==> config.mk <==
export PLATFORM = sky130hd
export DESIGN_NAME = bp_btb
export DESIGN_NICKNAME = d
export VERILOG_FILES = /design/src/hw/bp_pkg.sv /design/src/hw/bp_btb.sv
export VERILOG_INCLUDE_DIRS = /design/src /design/src/hw
export SDC_FILE = /design/constraint.sdc
export NUM_CORES = 2
export LEC_CHECK = 0
export BUFFER_PORTS_ARGS = -buffer_cell sky130_fd_sc_hd__buf_4
export CORE_UTILIZATION = 25
export DETAILED_ROUTE_END_ITERATION = 16
export GPL_TIMING_DRIVEN = 0
export MAX_ROUTING_LAYER = met4
export PLACE_DENSITY_LB_ADDON = 0.1
export RECOVER_POWER = 25
export REMOVE_ABC_BUFFERS = 1
export SKIP_CTS_REPAIR_TIMING = 1
export SLEW_MARGIN = 5
export SYNTH_ARGS = -nofsm -noshare
export SYNTH_HDL_FRONTEND = slang
export SYNTH_SLANG_ARGS = --single-unit
==> constraint.sdc <==
create_clock -name clk_i -period 4.1 [get_ports clk_i]
set_clock_uncertainty 0.15 [all_clocks]
set_input_delay 0.615 -clock clk_i [delete_from_list [all_inputs] [get_ports clk_i]]
set_output_delay 0.615 -clock clk_i [all_outputs]
set_load 0.02 [all_outputs]
==> src/hw/bp_defines.svh <==
// Branch predictor sizing macros

`ifndef BP_DEFINES_SVH
`define BP_DEFINES_SVH

// ===========================================================================
// Address and table sizes
// ===========================================================================

// Width of a program counter or a branch target
`define BP_ADDR_WIDTH 32

// Default number of BTB entries
// Must be a power of two
`define BP_BTB_ENTRIES 64

// Default number of BHT counters
// Must be a power of two
`define BP_BHT_ENTRIES 256

// Global history length in outcomes
// Must cover the BHT index width
`define BP_GHR_WIDTH 8

`endif

==> src/hw/bp_pkg.sv <==
// Branch predictor types

`include "bp_defines.svh"

package bp_pkg;

    // =======================================================================
    // Shared vector types
    // =======================================================================

    // Program counter or target address
    typedef logic [`BP_ADDR_WIDTH-1:0] addr_t;

    // Two-bit saturating direction counter
    // MSB set means predict taken
    typedef logic [1:0] ctr_t;

    // Global branch history
    // Bit 0 holds the most recent outcome
    typedef logic [`BP_GHR_WIDTH-1:0] ghr_t;

endpackage

==> src/hw/bp_btb.sv <==
// Branch target buffer
// Direct mapped with one tag and target per entry

`timescale 1ns/1ps

`include "bp_defines.svh"

module bp_btb #(
    parameter int unsigned BTB_ENTRIES = `BP_BTB_ENTRIES
) (
    input  logic          clk_i,
    input  logic          rst_ni,

    // Combinational lookup port
    input  bp_pkg::addr_t lookup_pc_i,
    output logic          hit_o,
    output bp_pkg::addr_t target_o,

    // Write port
    // Takes effect at the next rising edge
    input  logic          wr_en_i,
    input  bp_pkg::addr_t wr_pc_i,
    input  bp_pkg::addr_t wr_target_i
);

    // =======================================================================
    // Address split
    // =======================================================================

    // Instructions are word aligned so pc[1:0] is never stored
    localparam int unsigned IDX_W = $clog2(BTB_ENTRIES);
    localparam int unsigned TAG_W = `BP_ADDR_WIDTH - IDX_W - 2;

    typedef logic [IDX_W-1:0] idx_t;
    typedef logic [TAG_W-1:0] tag_t;

    // Entry storage
    logic [BTB_ENTRIES-1:0] valid_q;
    tag_t                   tag_q    [BTB_ENTRIES];
    bp_pkg::addr_t          target_q [BTB_ENTRIES];

    // Lookup side index and tag
    idx_t lookup_idx;
    tag_t lookup_tag;

    // Write side index and tag
    idx_t wr_idx;
    tag_t wr_tag;

    assign lookup_idx = lookup_pc_i[IDX_W+1:2];
    assign lookup_tag = lookup_pc_i[`BP_ADDR_WIDTH-1:IDX_W+2];

    assign wr_idx = wr_pc_i[IDX_W+1:2];
    assign wr_tag = wr_pc_i[`BP_ADDR_WIDTH-1:IDX_W+2];

    // =======================================================================
    // Lookup
    // =======================================================================

    // Hit needs a valid entry whose tag matches the upper PC bits
    assign hit_o = valid_q[lookup_idx] && (tag_q[lookup_idx] == lookup_tag);

    // Target is only meaningful together with hit_o
    assign target_o = target_q[lookup_idx];

    // =======================================================================
    // Write
    // =======================================================================

    // Valid bits are the only state cleared by reset
    always_ff @(posedge clk_i or negedge rst_ni) begin
        if (!rst_ni) begin
            valid_q <= '0;
        end else if (wr_en_i) begin
            valid_q[wr_idx] <= 1'b1;
        end
    end

    // Tag and target overwrite whatever the entry held
    always_ff @(posedge clk_i) begin
        if (wr_en_i) begin
            tag_q[wr_idx]    <= wr_tag;
            target_q[wr_idx] <= wr_target_i;
        end
    end

    // Write enable comes from the top level strobe gating
    // An unknown value here would corrupt a random entry
    a_wr_en_known: assert property (
        @(posedge clk_i) disable iff (!rst_ni)
        !$isunknown(wr_en_i)
    ) else $error("BTB write enable is unknown");

endmodule

==> Implementation_results.wiki <==
{| class="wikitable"
! Metric !! Value
|-
| Status || finished with violations
|-
| Violations in the final reports || capacitance limit, slew limit, setup timing
|-
| Register area || 0.109 mm2
|-
| Clock transition at the registers of the reported paths || 0.05 ns
|-
| Area delta synth->final || 25.3%
|-
| Count of input and output buffers || 127
|-
| Routed met3 length || 27.9 mm
|-
| Critical path class || primary input to output port
|-
| Class of the tightest hold or removal check || flop to flop
|-
| Period Utilization, post-route || 140%
|-
| Area share of the largest cell type after synthesis || 77.4%
|-
| Remaining max-slew budget at the tightest pin || -82.5%
|-
| Crit-path leading delay family || simple AND/OR/NAND/NOR gates
|-
| Area of the die || 0.559 mm2
|-
| Main synth FF type || edfxtp_1
|-
| Total length of routed met2 wires || 254 mm
|-
| Largest fanout on the critical path || 15
|-
| Leakage power of the design || 0.0542 uW
|-
| Number of remaining DRC errors || 0
|-
| Maximum level of the CTS H-tree || 5
|-
| Overall power consumption || 82400 uW
|-
| Critical Path Slowest Stage Cell || or4_4
|-
| Cell types occupying the most area after synthesis || edfxtp_1 77%, mux4_2 17%, dfrtp_1 1.2%, mux2i_1 0.69%, a22oi_1 0.41%
|-
| Setup Viol. Count Final || 27
|-
| Starting utilization of the core area || 25.1%
|-
| Total number of placement rows || 273
|-
| Shortest clock period the worst path allows after layout || 5.74 ns
|-
| Routed WL per cell || 37.7 um
|-
| Worst setup slack after layout || -1.64 ns
|-
| Routability Congestion || 0.660
|-
| Number of sinks handled by clock tree synthesis || 3648
|-
| FILL cells || 52500
|-
| Met1 Wirelength || 247 mm
|-
| Clock tree root buffer cell || clkbuf_16
|-
| First-pass GRT wire length || 663 mm
|-
| Maximum resistive drop on vdd || 0.000375 V
|-
| Total number of yosys warnings || 0
|-
| Cell repeated most along the worst path || buf_16
|-
| Achievable frequency || 0.174 GHz
|-
| Max-slew violation count || 2340
|-
| Share of the core filled with cells in the final layout || 31.5%
|-
| Largest net degree at the start of global routing || 123
|-
| CP max stage delay || 0.60 ns
|-
| Power density over the cells || 473 mW/mm2
|-
| Critical path arrival || 4.98 ns
|-
| Via count of the first global-routing pass || 69800
|-
| Worst endpoint required time || 3.34 ns
|-
| Kind of end point of the critical path || output port
|-
| Share of cells above drive strength 1 || 35.4%
|-
| Slew @ Worst Pin || 2.74 ns
|-
| IO Pins || 132
|-
| Vias per cell || 4.87
|-
| Number of enable-type register cells in the synthesized netlist || 3584
|-
| Clock latency on the worst-skew pair || 0.97 ns
|-
| CP Launch Type || primary input
|-
| Starting DRT DRC Count || 8051
|-
| Post-Synthesis Cell Area || 0.139 mm2
|-
| Cell taking the most area after synthesis || edfxtp_1
|-
| Most instantiated cells after synthesis || 3584 x edfxtp_1, 1039 x mux4_2, 123 x clkbuf_1, 118 x nand2_1, 96 x mux2i_1
|-
| Maximum number of buffers from clock root to sink || 4
|-
| Die W || 748 um
|-
| Global Route Usage Sum || 18.1%
|-
| Synthesized instance count || 5765
|-
| Leading cell type by number of instances after synthesis || edfxtp_1
|-
| Aggregate routed wire length || 539 mm
|-
| Top layer in use || met4
|-
| Standard cell core area || 0.553 mm2
|-
| Number of routed nets with antenna violations || 0
|-
| CP cell instances || buf_16 > buf_16 > buf_16 > buf_16 > nor2_4 > buf_16 > a22oi_1 > a21oi_1 > nor4_4 > xor2_2 > nand4_1 > or4_4 > nor4_4 > buf_4
|-
| Number of antenna violations at the first check in global routing || 66
|-
| Total number of vias || 69600
|-
| Accumulated negative setup slack || -7.34 ns
|-
| Sequential share of the synthesized area || 78.6%
|-
| Critical path buffer and inverter count || 6
|-
| Net count of the finished layout || 6759
|-
| Hold violation total from the final report || 0
|-
| Clock tree from TritonCTS || built
|-
| Setup repair after global routing missed its margin || yes
|-
| Area occupied by multi-input gates || 0.0290 mm2
|-
| Share of flip-flops with an asynchronous set or reset after synthesis || 1.75%
|-
| Number of CTS-inserted buffers || 424
|-
| Maxcap violations || 36
|-
| Distinct cell type count after synthesis || 52
|-
| Synthesis-stage register bit count || 3648
|-
| Die height || 748 um
|-
| Post-detail-place hpwl || 335 mm
|-
| First drt pass iteration count || 5
|-
| Gr ovfl total || 0
|-
| Post-synthesis area per instance || 24.1 um2
|}
-- per-stage QoR --
| step | cells | hold slack (ns) | instance area (um2) | setup slack (ns) |
|---|---|---|---|---|
| 2_1_floorplan | 5456 | 0.169 | 137000 | -3.86 |
| 3_3_place_gp | 12900 | 0.296 | 148000 | -21.27 |
| 3_5_place_dp | 13300 | 0.298 | 157000 | -4.89 |
| 4_1_cts | 14000 | -0.468 | 170000 | -4.91 |
| 5_1_grt | 14300 | 0.328 | 174000 | -1.60 |
| 6_report | 14300 | 0.307 | 174000 | -1.64 |
-- cell families (layout without fill, tap and decap cells) --
family | count (synthesis) | in the layout | share of synthesized area, %
buf+inv | 315 | 1549 | 1.14
xor+xnor | 22 | 22 | 0.139
simple gates | 400 | 401 | 1.39
compound gates | 239 | 239 | 1.19
other cells | 0 | 18 | 0
flops | 3648 | 3648 | 78.6
mux | 1141 | 1141 | 17.6
-- layer usage --
metal | vias up | GRT usage [%]
met5 | - | -
met3 | 602 | 2.47
met4 | 0 | 3.22
met1 | 39900 | 25.7
li1 | 26800 | -
met2 | 2284 | 28.2
-- sequential cells by signal, summed over array words and instances, names as in the netlist --
register and flops:
tag_q 1536, valid_q 64, target_q 2048
-- area by class of cell --
class / instances / share of cell area, %
Timing Repair inverter: 1 / 0.00647
Inverter: 6 / 0.0366
Multi-Input combinational cell: 1803 / 16.7
Timing Repair Buffer: 776 / 7.88
Clock inverter: 237 / 0.978
Tap cell: 7287 / 5.24
Sequential cell: 3648 / 62.7
Clock buffer: 529 / 6.44
Antenna cell: 18 / 0.0259
-- path summary, 6_finish.rpt --
check                               startpoint           to  slack, ns  cells past startpoint
worst max-delay path            lookup_pc_i[4]        hit_o      -1.64                     14
min in group asynchronous               rst_ni  valid_q[25]       0.52                      2
worst max register to register      valid_q[5]   valid_q[5]       3.15                      1
max in group asynchronous               rst_ni   valid_q[5]       2.70                      2
worst min-delay path                valid_q[6]   valid_q[6]       0.31                      1
worst min register to register      valid_q[6]   valid_q[6]       0.31                      1
-- cells in the final DEF (no fill, tap or decap), types with 23 or more instances in the layout --
cell type,count
edfxtp_1,3584
dlygate4sd3_1,53
nor2_1,23
clkbuf_16,500
mux2i_1,96
a21oi_1,52
buf_4,127
clkinv_2,70
mux4_2,1039
buf_16,121
nand2_1,111
a22oi_1,75
buf_12,328
clkbuf_1,131
clkinv_1,123
nor2_4,67
dfrtp_1,64
or2_2,66
nand3_1,44
buf_6,35
-- report_power, final --
group | total (uW) | internal [uW] | switching [uW]
Clock | 36000 | 20500 | 15500
Sequential | 41500 | 41400 | 107
Combinational | 4890 | 2060 | 2820
Total | 82400 | 63900 | 18400
Note: power is estimated with default switching activity, not from simulation.
