<file path="src/hw/bp_defines.svh">
// Branch predictor sizing macros

`ifndef BP_DEFINES_SVH
`define BP_DEFINES_SVH

// ===========================================================================
// Address and table sizes
// ===========================================================================

// Width of a program counter or a branch target
`define BP_ADDR_WIDTH 32

// Default number of BTB entries
// Must be a power of two
`define BP_BTB_ENTRIES 64

// Default number of BHT counters
// Must be a power of two
`define BP_BHT_ENTRIES 256

// Global history length in outcomes
// Must cover the BHT index width
`define BP_GHR_WIDTH 8

`endif

</file>
<file path="src/hw/bp_pkg.sv">
// Branch predictor types

`include "bp_defines.svh"

package bp_pkg;

    // =======================================================================
    // Shared vector types
    // =======================================================================

    // Program counter or target address
    typedef logic [`BP_ADDR_WIDTH-1:0] addr_t;

    // Two-bit saturating direction counter
    // MSB set means predict taken
    typedef logic [1:0] ctr_t;

    // Global branch history
    // Bit 0 holds the most recent outcome
    typedef logic [`BP_GHR_WIDTH-1:0] ghr_t;

endpackage

</file>
<file path="src/hw/bp_gshare_bht.sv">
// Gshare branch history table

`timescale 1ns/1ps

`include "bp_defines.svh"

module bp_gshare_bht #(
    parameter int unsigned BHT_ENTRIES = `BP_BHT_ENTRIES
) (
    input  logic          clk_i,
    input  logic          rst_ni,

    // Combinational direction lookup
    input  bp_pkg::addr_t lookup_pc_i,
    output logic          taken_o,

    // Resolved branch outcome from execute
    input  logic          upd_en_i,
    input  bp_pkg::addr_t upd_pc_i,
    input  logic          upd_taken_i
);

    localparam int unsigned IDX_W = $clog2(BHT_ENTRIES);

    // Counter encodings
    localparam bp_pkg::ctr_t CTR_RESET = 2'b01;
    localparam bp_pkg::ctr_t CTR_MIN   = 2'b00;
    localparam bp_pkg::ctr_t CTR_MAX   = 2'b11;

    typedef logic [IDX_W-1:0] idx_t;

    bp_pkg::ctr_t ctr_q [BHT_ENTRIES];
    bp_pkg::ghr_t ghr_q;

    idx_t         lookup_idx;
    idx_t         upd_idx;
    bp_pkg::ctr_t upd_ctr;
    bp_pkg::ctr_t upd_ctr_next;

    // =======================================================================
    // Gshare indexing
    // =======================================================================

    // Both sides hash with the history as it stands before any shift
    assign lookup_idx = ghr_q[IDX_W-1:0] ^ lookup_pc_i[IDX_W+1:2];
    assign upd_idx    = ghr_q[IDX_W-1:0] ^ upd_pc_i[IDX_W+1:2];

    // Counter MSB gives the direction
    assign taken_o = ctr_q[lookup_idx][1];

    // Saturating step toward the actual outcome
    assign upd_ctr = ctr_q[upd_idx];

    always_comb begin
        upd_ctr_next = upd_ctr;
        if (upd_taken_i) begin
            if (upd_ctr != CTR_MAX) begin
                upd_ctr_next = upd_ctr + 2'd1;
            end
        end else if (upd_ctr != CTR_MIN) begin
            upd_ctr_next = upd_ctr - 2'd1;
        end
    end

    // =======================================================================
    // State update
    // =======================================================================

    // Counters start weakly not-taken and history starts empty
    always_ff @(posedge clk_i or negedge rst_ni) begin
        if (!rst_ni) begin
            for (int i = 0; i < BHT_ENTRIES; i++) begin
                ctr_q[i] <= CTR_RESET;
            end
            ghr_q <= '0;
        end else if (upd_en_i) begin
            ctr_q[upd_idx] <= upd_ctr_next;
            // Newest outcome enters at bit 0
            ghr_q <= {ghr_q[`BP_GHR_WIDTH-2:0], upd_taken_i};
        end
    end

    // Update PC from execute must be fully known on a strobe
    a_upd_idx_known: assert property (
        @(posedge clk_i) disable iff (!rst_ni)
        upd_en_i |-> !$isunknown(upd_idx)
    ) else $error("BHT update index is unknown");

    // An unknown outcome would poison both the history and the counter
    a_upd_taken_known: assert property (
        @(posedge clk_i) disable iff (!rst_ni)
        upd_en_i |-> !$isunknown(upd_taken_i)
    ) else $error("BHT update outcome is unknown");

endmodule

</file>
<file path="config.mk">
export PLATFORM = sky130hd
export DESIGN_NAME = bp_gshare_bht
export DESIGN_NICKNAME = d
export VERILOG_FILES = /design/src/hw/bp_pkg.sv /design/src/hw/bp_gshare_bht.sv
export VERILOG_INCLUDE_DIRS = /design/src /design/src/hw
export SDC_FILE = /design/constraint.sdc
export NUM_CORES = 1
export LEC_CHECK = 0
export ABC_CLOCK_PERIOD_IN_PS = 5600
export BUFFER_PORTS_ARGS = -buffer_cell sky130_fd_sc_hd__buf_4
export CAP_MARGIN = 40
export CORE_MARGIN = 2
export CORE_UTILIZATION = 44
export CTS_BUF_LIST = sky130_fd_sc_hd__clkbuf_2 sky130_fd_sc_hd__clkbuf_4 sky130_fd_sc_hd__clkbuf_8
export CTS_CLUSTER_DIAMETER = 100
export DETAILED_ROUTE_END_ITERATION = 7
export PLACE_DENSITY = 0.72
export SLEW_MARGIN = 20
export SYNTH_ARGS = -nofsm -noshare
export SYNTH_HDL_FRONTEND = slang
export SYNTH_SLANG_ARGS = --single-unit
export TNS_END_PERCENT = 5
</file>
<file path="constraint.sdc">
create_clock -name clk_i -period 5.6 [get_ports clk_i]
set_input_delay 0.28 -clock clk_i [delete_from_list [all_inputs] [get_ports clk_i]]
set_output_delay 0.28 -clock clk_i [all_outputs]
set_load 0.02 [all_outputs]
</file>
==> flow_summary.ini, run 1 <==
[run_status]
status = finished clean

[timing]
finalHoldViolations = 0
whs_ps = 86.3
slew_violations = 0
min_period_ps = 5070
skew_ps = 30.6
setup_viol = 0
relSlewSlack = 0.332
worst_pin_slew_ps = 1000
fin_crit_sh = 0.906
setup_ws_ps = 528
fin_tns_setup_ps = 0
max_freq_ghz = 0.197
grt_setup_unrepaired = no

[cts]
cts_buffers = 89
clockBufferDepth = 3
ctsHtreeMaxLevel = 3
clock-sinks = 520
cts_tree = done
clkTransAtPathRegs_ps = 60
root_buffer = clkbuf_8
cts_setup_buffers = 0
clk_latency_ps = 680

[detailed_routing]
drc_errors = 0
antenna_left = 0
vias_per_cell = 6.10
num_vias = 20400
avgRoutedWirePerCell_um = 23.2
wirelength_mm = 77.8
first_iter_violations = 2210
firstDrtPassIters = 7

[global_routing]
grt_max_degree = 176
gr-usage-all-layers = 0.263
met2_usage = 0.403
grt_pass1_vias = 20800
use_met1 = 0.348
gr-usage-met3 = 0.0687
grt.busiest_layer = met2
gr-total-overflow = 0
grt_pass1_wl_mm = 122
antenna_found_initial = 0

[logic_synthesis]
yosys-top-cells-area = dfstp_2 (26%), dfrtp_1 (25%), mux4_2 (18%)
netlist_area_sq_um = 25900
synth_seq_cells = 520
yosys.area.top_type = dfstp_2
seq_area_frac_synth = 0.515
ys_warn_count = 0
syn_area_per_cell_sq_um = 10.6
synth_top_area_frac = 0.260
syn_nets = 2512
synthCells = 2444
synth_cell_type_count = 44

[critical_path]
arrival_ps = 5610
critical_path_required_ps = 6140
criticalPathCategory = flip-flop to flip-flop
path_max_fanout = 60
crit_path_start_kind = flip-flop
end_kind = flip-flop

[placed_design]
dpl.hpwl_mm = 50.5
dp.cells = 3183
routabilityCongestion = 0.953
pre_cts_slack_ps = 601
port_buffers = 20
post_dp_cell_area_sq_um = 27600

[floorplan]
fp-row-count = 88
core-area_sq_um = 57900
ioPinCount = 69
die-height_um = 247
die_x_um = 247
initial_core_util = 0.447
dieArea_sq_um = 60800

[cells_and_area]
stdcell_count = 3352
layout.cells.most_common_list = nand2_1 (817), o21ai_0 (464), dfrtp_1 (264), dfstp_2 (256), mux4_2 (211)
final_nets = 2580
finish.utilization = 0.512
layout-drive-gt1-share = 0.308
n_antenna_cell = 0
area_delta_synth_final_pct = 14.4
final_area_sq_um = 29600
final_common_cell = nand2_1

[flow_run]
cap_viol_max_count = 0

[pwr]
vdd_ir_drop_max_uv = 311
p_leak_nw = 11.2
p_per_area_nw_per_um2 = 396
total_power_mw = 11.7

[hold_path]
hp-class = input port to flip-flop
## cells in the mapped netlist, drive strengths merged
library cell and number:
a2111oi 2, a211oi 2, a21boi 2, a21oi 19
a22o 1, a22oi 14, a31oi 17, a41oi 15
and2 1, and3 1, buf 64, clkbuf 87
dfrtp 264, dfstp 256, inv 5, maj3 1
mux2 8, mux2i 6, mux4 211, nand2 817
nand3 29, nand4 9, nor2 45, nor2b 1
nor3 9, nor4 16, o2111ai 1, o211ai 1
o21ai 494, o21bai 1, o22ai 2, o31ai 14
o41ai 2, or3 1, or4 1, or4b 1
xnor2 10, xor2 14
## report_power, final
group          total, mW  switching [mW]  internal (mW)  leakage [nW]
registers           4.93           0.342           4.59          6.31
logic               2.99            1.93           1.06          3.76
clock network       3.81            1.58           2.23          1.08
total               11.7            3.85           7.88          11.2
## repair_timing
item / CTS / global route
endpoints found under the hold margin: 44 / 0
hold buffers: 2 / 0
resized for setup: 0 / 0
## metal layers
layer	up-vias	wire length (um)	share of wire
li1	8874	-	-
met1	10200	29600	0.38
met2	1114	35500	0.46
met3	287	8370	0.11
met4	0	4250	0.055
met5	-	0	0
## worst max-delay path, stage by stage, from the launching register on
cell and delay (ps):
dfrtp_1 600, xor2_4 650, buf_12 330, buf_4 230
mux4_2 310, mux4_2 470, a2111oi_0 410, buf_4 220
nand4_1 230, o41ai_1 440, a21boi_4 300, buf_12 330
buf_4 280, o21ai_0 120
## state kept, by name, summed over array words and instances, names as in the netlist
signal / cells
ctr_q: 512
ghr_q: 8
## path summary, 6_finish.rpt
check | start | endpoint | slack, ps | cells past startpoint
worst max-delay path | ghr_q[1]$_DFFE_PN0P_ | ctr_q[119]$_DFFE_PN0P_ | 530 | 13
worst min-delay path | upd_en_i | ctr_q[490]$_DFFE_PN1P_ | 90 | 3
worst max register to register | ghr_q[1]$_DFFE_PN0P_ | ctr_q[119]$_DFFE_PN0P_ | 530 | 13
worst min register to register | ctr_q[156]$_DFFE_PN1P_ | ctr_q[156]$_DFFE_PN1P_ | 470 | 2
max in group asynchronous | rst_ni | ctr_q[41]$_DFFE_PN0P_ | 4200 | 3
min in group asynchronous | rst_ni | ctr_q[151]$_DFFE_PN0P_ | 110 | 2
## cell type report
type                            count  area (sq um)
Fill cell                        5046         28300
Sequential cell                   520         13300
Multi-Input combinational cell   1768         12100
Clock buffer                      159          1960
Timing Repair Buffer              128          1200
Tap cell                          765           957
Clock inverter                      7          62.6
Inverter                            5          18.8
## cells by family (layout without fill, tap and decap cells)
group | Yosys count | count (layout) | share of synthesized area
and+or+nand+nor | 931 | 931 | 0.140
xor gates and xnor gates | 24 | 24 | 0.00840
AOI/OAI and AO/OA | 587 | 587 | 0.121
muxes | 225 | 225 | 0.189
buffers and inverters | 156 | 299 | 0.0267
DFF | 520 | 520 | 0.515
adders and majority gates | 1 | 1 | 0.000386
No activity file was read; power rests on OpenSTA's default activity.
==> run 2, diff against run 1 <==
--- a/config.mk
+++ b/config.mk
@@ -14,7 +14,6 @@
 export CTS_BUF_LIST = sky130_fd_sc_hd__clkbuf_2 sky130_fd_sc_hd__clkbuf_4 sky130_fd_sc_hd__clkbuf_8
 export CTS_CLUSTER_DIAMETER = 100
 export DETAILED_ROUTE_END_ITERATION = 7
-export PLACE_DENSITY = 0.72
 export SLEW_MARGIN = 20
 export SYNTH_ARGS = -nofsm -noshare
 export SYNTH_HDL_FRONTEND = slang
==> flow_summary.ini, run 2 (synthesized netlist as in run 1, its figures left out) <==
[cells_and_area]
area_delta_synth_final_pct = 14.8
stdcell_count = 3353
final_common_cell = nand2_1
layout-drive-gt1-share = 0.310
largestRegisters = ctr_q x512, ghr_q x8
top_register = ctr_q
layout.cells.most_common_list = nand2_1 (817), o21ai_0 (464), dfrtp_1 (264), dfstp_2 (256), mux4_2 (211)
largest_reg_flops = 512
final_nets = 2577

[detailed_routing]
vias_per_cell = 5.92
antenna_left = 0
num_vias = 19800
wl_met1_mm = 33.5
first_iter_violations = 2095
met3_length_mm = 5.73
highest_layer = met4
route.met2.wl_mm = 36.5
firstDrtPassIters = 5
wirelength_mm = 79.3
avgRoutedWirePerCell_um = 23.7
drc_errors = 0

[global_routing]
gr-total-overflow = 0
gr-usage-all-layers = 0.267
antenna_found_initial = 0
grt_pass1_vias = 20200
grt_pass1_wl_mm = 122
grt_max_degree = 166

[cts]
clk_latency_ps = 700
cts_buffers = 91
hold_buffers = 2
clock-sinks = 520
ctsHtreeMaxLevel = 3
root_buffer = clkbuf_8
clockBufferDepth = 3
clkTransAtPathRegs_ps = 60
post_cts_resized = 0
cts_tree = done
cts_setup_buffers = 0

[pwr]
p_int_mw = 7.88
switching_share = 0.330
p_switching_mw = 3.89
p_leak_nw = 11.2
power_frac_comb = 0.254
p_per_area_nw_per_um2 = 396
vdd_ir_drop_max_uv = 271
power_frac_clock = 0.329
seqPwrFrac = 0.418

[critical_path]
crit_path_start_kind = flip-flop
end_kind = flip-flop
path_max_fanout = 28
arrival_ps = 5610
critical_path_required_ps = 6160
crit_top_cell = buf_4
criticalPathCategory = flip-flop to flip-flop
cpMaxStageDelayCell = a2111oi_0
cp_cell_sequence = xor2_4 > buf_12 > buf_12 > mux4_2 > a22oi_1 > a21boi_0 > a2111oi_0 > buf_4 > nand4_1 > o41ai_1 > a21boi_4 > buf_4 > buf_4 > o21ai_0
max_stage_delay_ps = 660

[placed_design]
dp.cells = 3176
dpl.hpwl_mm = 51.5
port_buffers = 20
routabilityCongestion = 0.908

[floorplan]
ioPinCount = 69
initial_core_util = 0.447
die-height_um = 247
fp-row-count = 88
dieArea_sq_um = 60800
die_x_um = 247
core-area_sq_um = 57900

[timing]
setup_viol = 0
slew_violations = 0
max_freq_ghz = 0.198
fin_crit_sh = 0.901
finalHoldViolations = 0
grt_setup_unrepaired = no
min_period_ps = 5040
worst_pin_slew_ps = 985
skew_ps = 31.3
relSlewSlack = 0.343
fin_tns_setup_ps = 0

[flow_run]
cap_viol_max_count = 0

[hold_path]
hp-class = input port to flip-flop

[run_status]
status = finished clean
-- run 2: cell type report --
cell class / count / area [sq um]
well taps: 765 / 957
multi-input cells: 1768 / 12100
inverters: 5 / 18.8
diodes: 1 / 2.50
repair buffers: 123 / 1250
clock inverters: 16 / 145
clock buffers: 155 / 1900
fillers: 5190 / 28200
flip-flops and latches: 520 / 13300
-- run 2: power groups by stage --
stage               registers (mW)  clock network (mW)  logic (mW)
finish                        4.92                3.87        2.98
global placement              4.93                   0        2.86
floorplan                     4.84                   0        1.84
CTS                           4.91                3.93        2.96
global route                  4.99                4.09        3.20
detailed placement            4.97                   0        2.96
-- run 2: final timing paths --
kind,from,endpoint,slack (ps),depth (start not counted)
max reg2reg,ghr_q[0]$_DFFE_PN0P_,ctr_q[311]$_DFFE_PN0P_,560,14
min reg2reg,ctr_q[416]$_DFFE_PN1P_,ctr_q[416]$_DFFE_PN1P_,470,2
max,ghr_q[0]$_DFFE_PN0P_,ctr_q[311]$_DFFE_PN0P_,560,14
max in group asynchronous,rst_ni,ctr_q[41]$_DFFE_PN0P_,4030,3
min in group asynchronous,rst_ni,ctr_q[429]$_DFFE_PN0P_,170,2
min,upd_en_i,ghr_q[2]$_DFFE_PN0P_,40,2
-- run 2: worst max-delay path: cells and delay by family (launching register included) --
family | cells | cell delay [ps]
muxes | 1 | 540
AOI/OAI and AO/OA | 6 | 2000
buffers and inverters | 5 | 1310
xor gates and xnor gates | 1 | 270
and+or+nand+nor | 1 | 140
DFF | 1 | 590
-- run 2: per-layer routing --
metal,global-route usage,vias to the layer above
li1,-,8885
met1,0.369,10000
met2,0.411,753
met3,0.0526,184
met4,0.122,0
met5,0,-
-- run 2: stage by stage --
step                      area [sq um]  power [mW]  hold slack [ps]  setup slack (ps)  utilization
after floorplan                  25900        6.68            -15.6              1370            -
after global placement           27400        7.79              314               704        0.473
after detailed placement         27700        7.92              321               691        0.478
after CTS                        29700        11.8             8.62               627        0.513
after global routing             29700        12.3             29.1               381        0.514
final                            29700        11.8             38.0               557        0.514
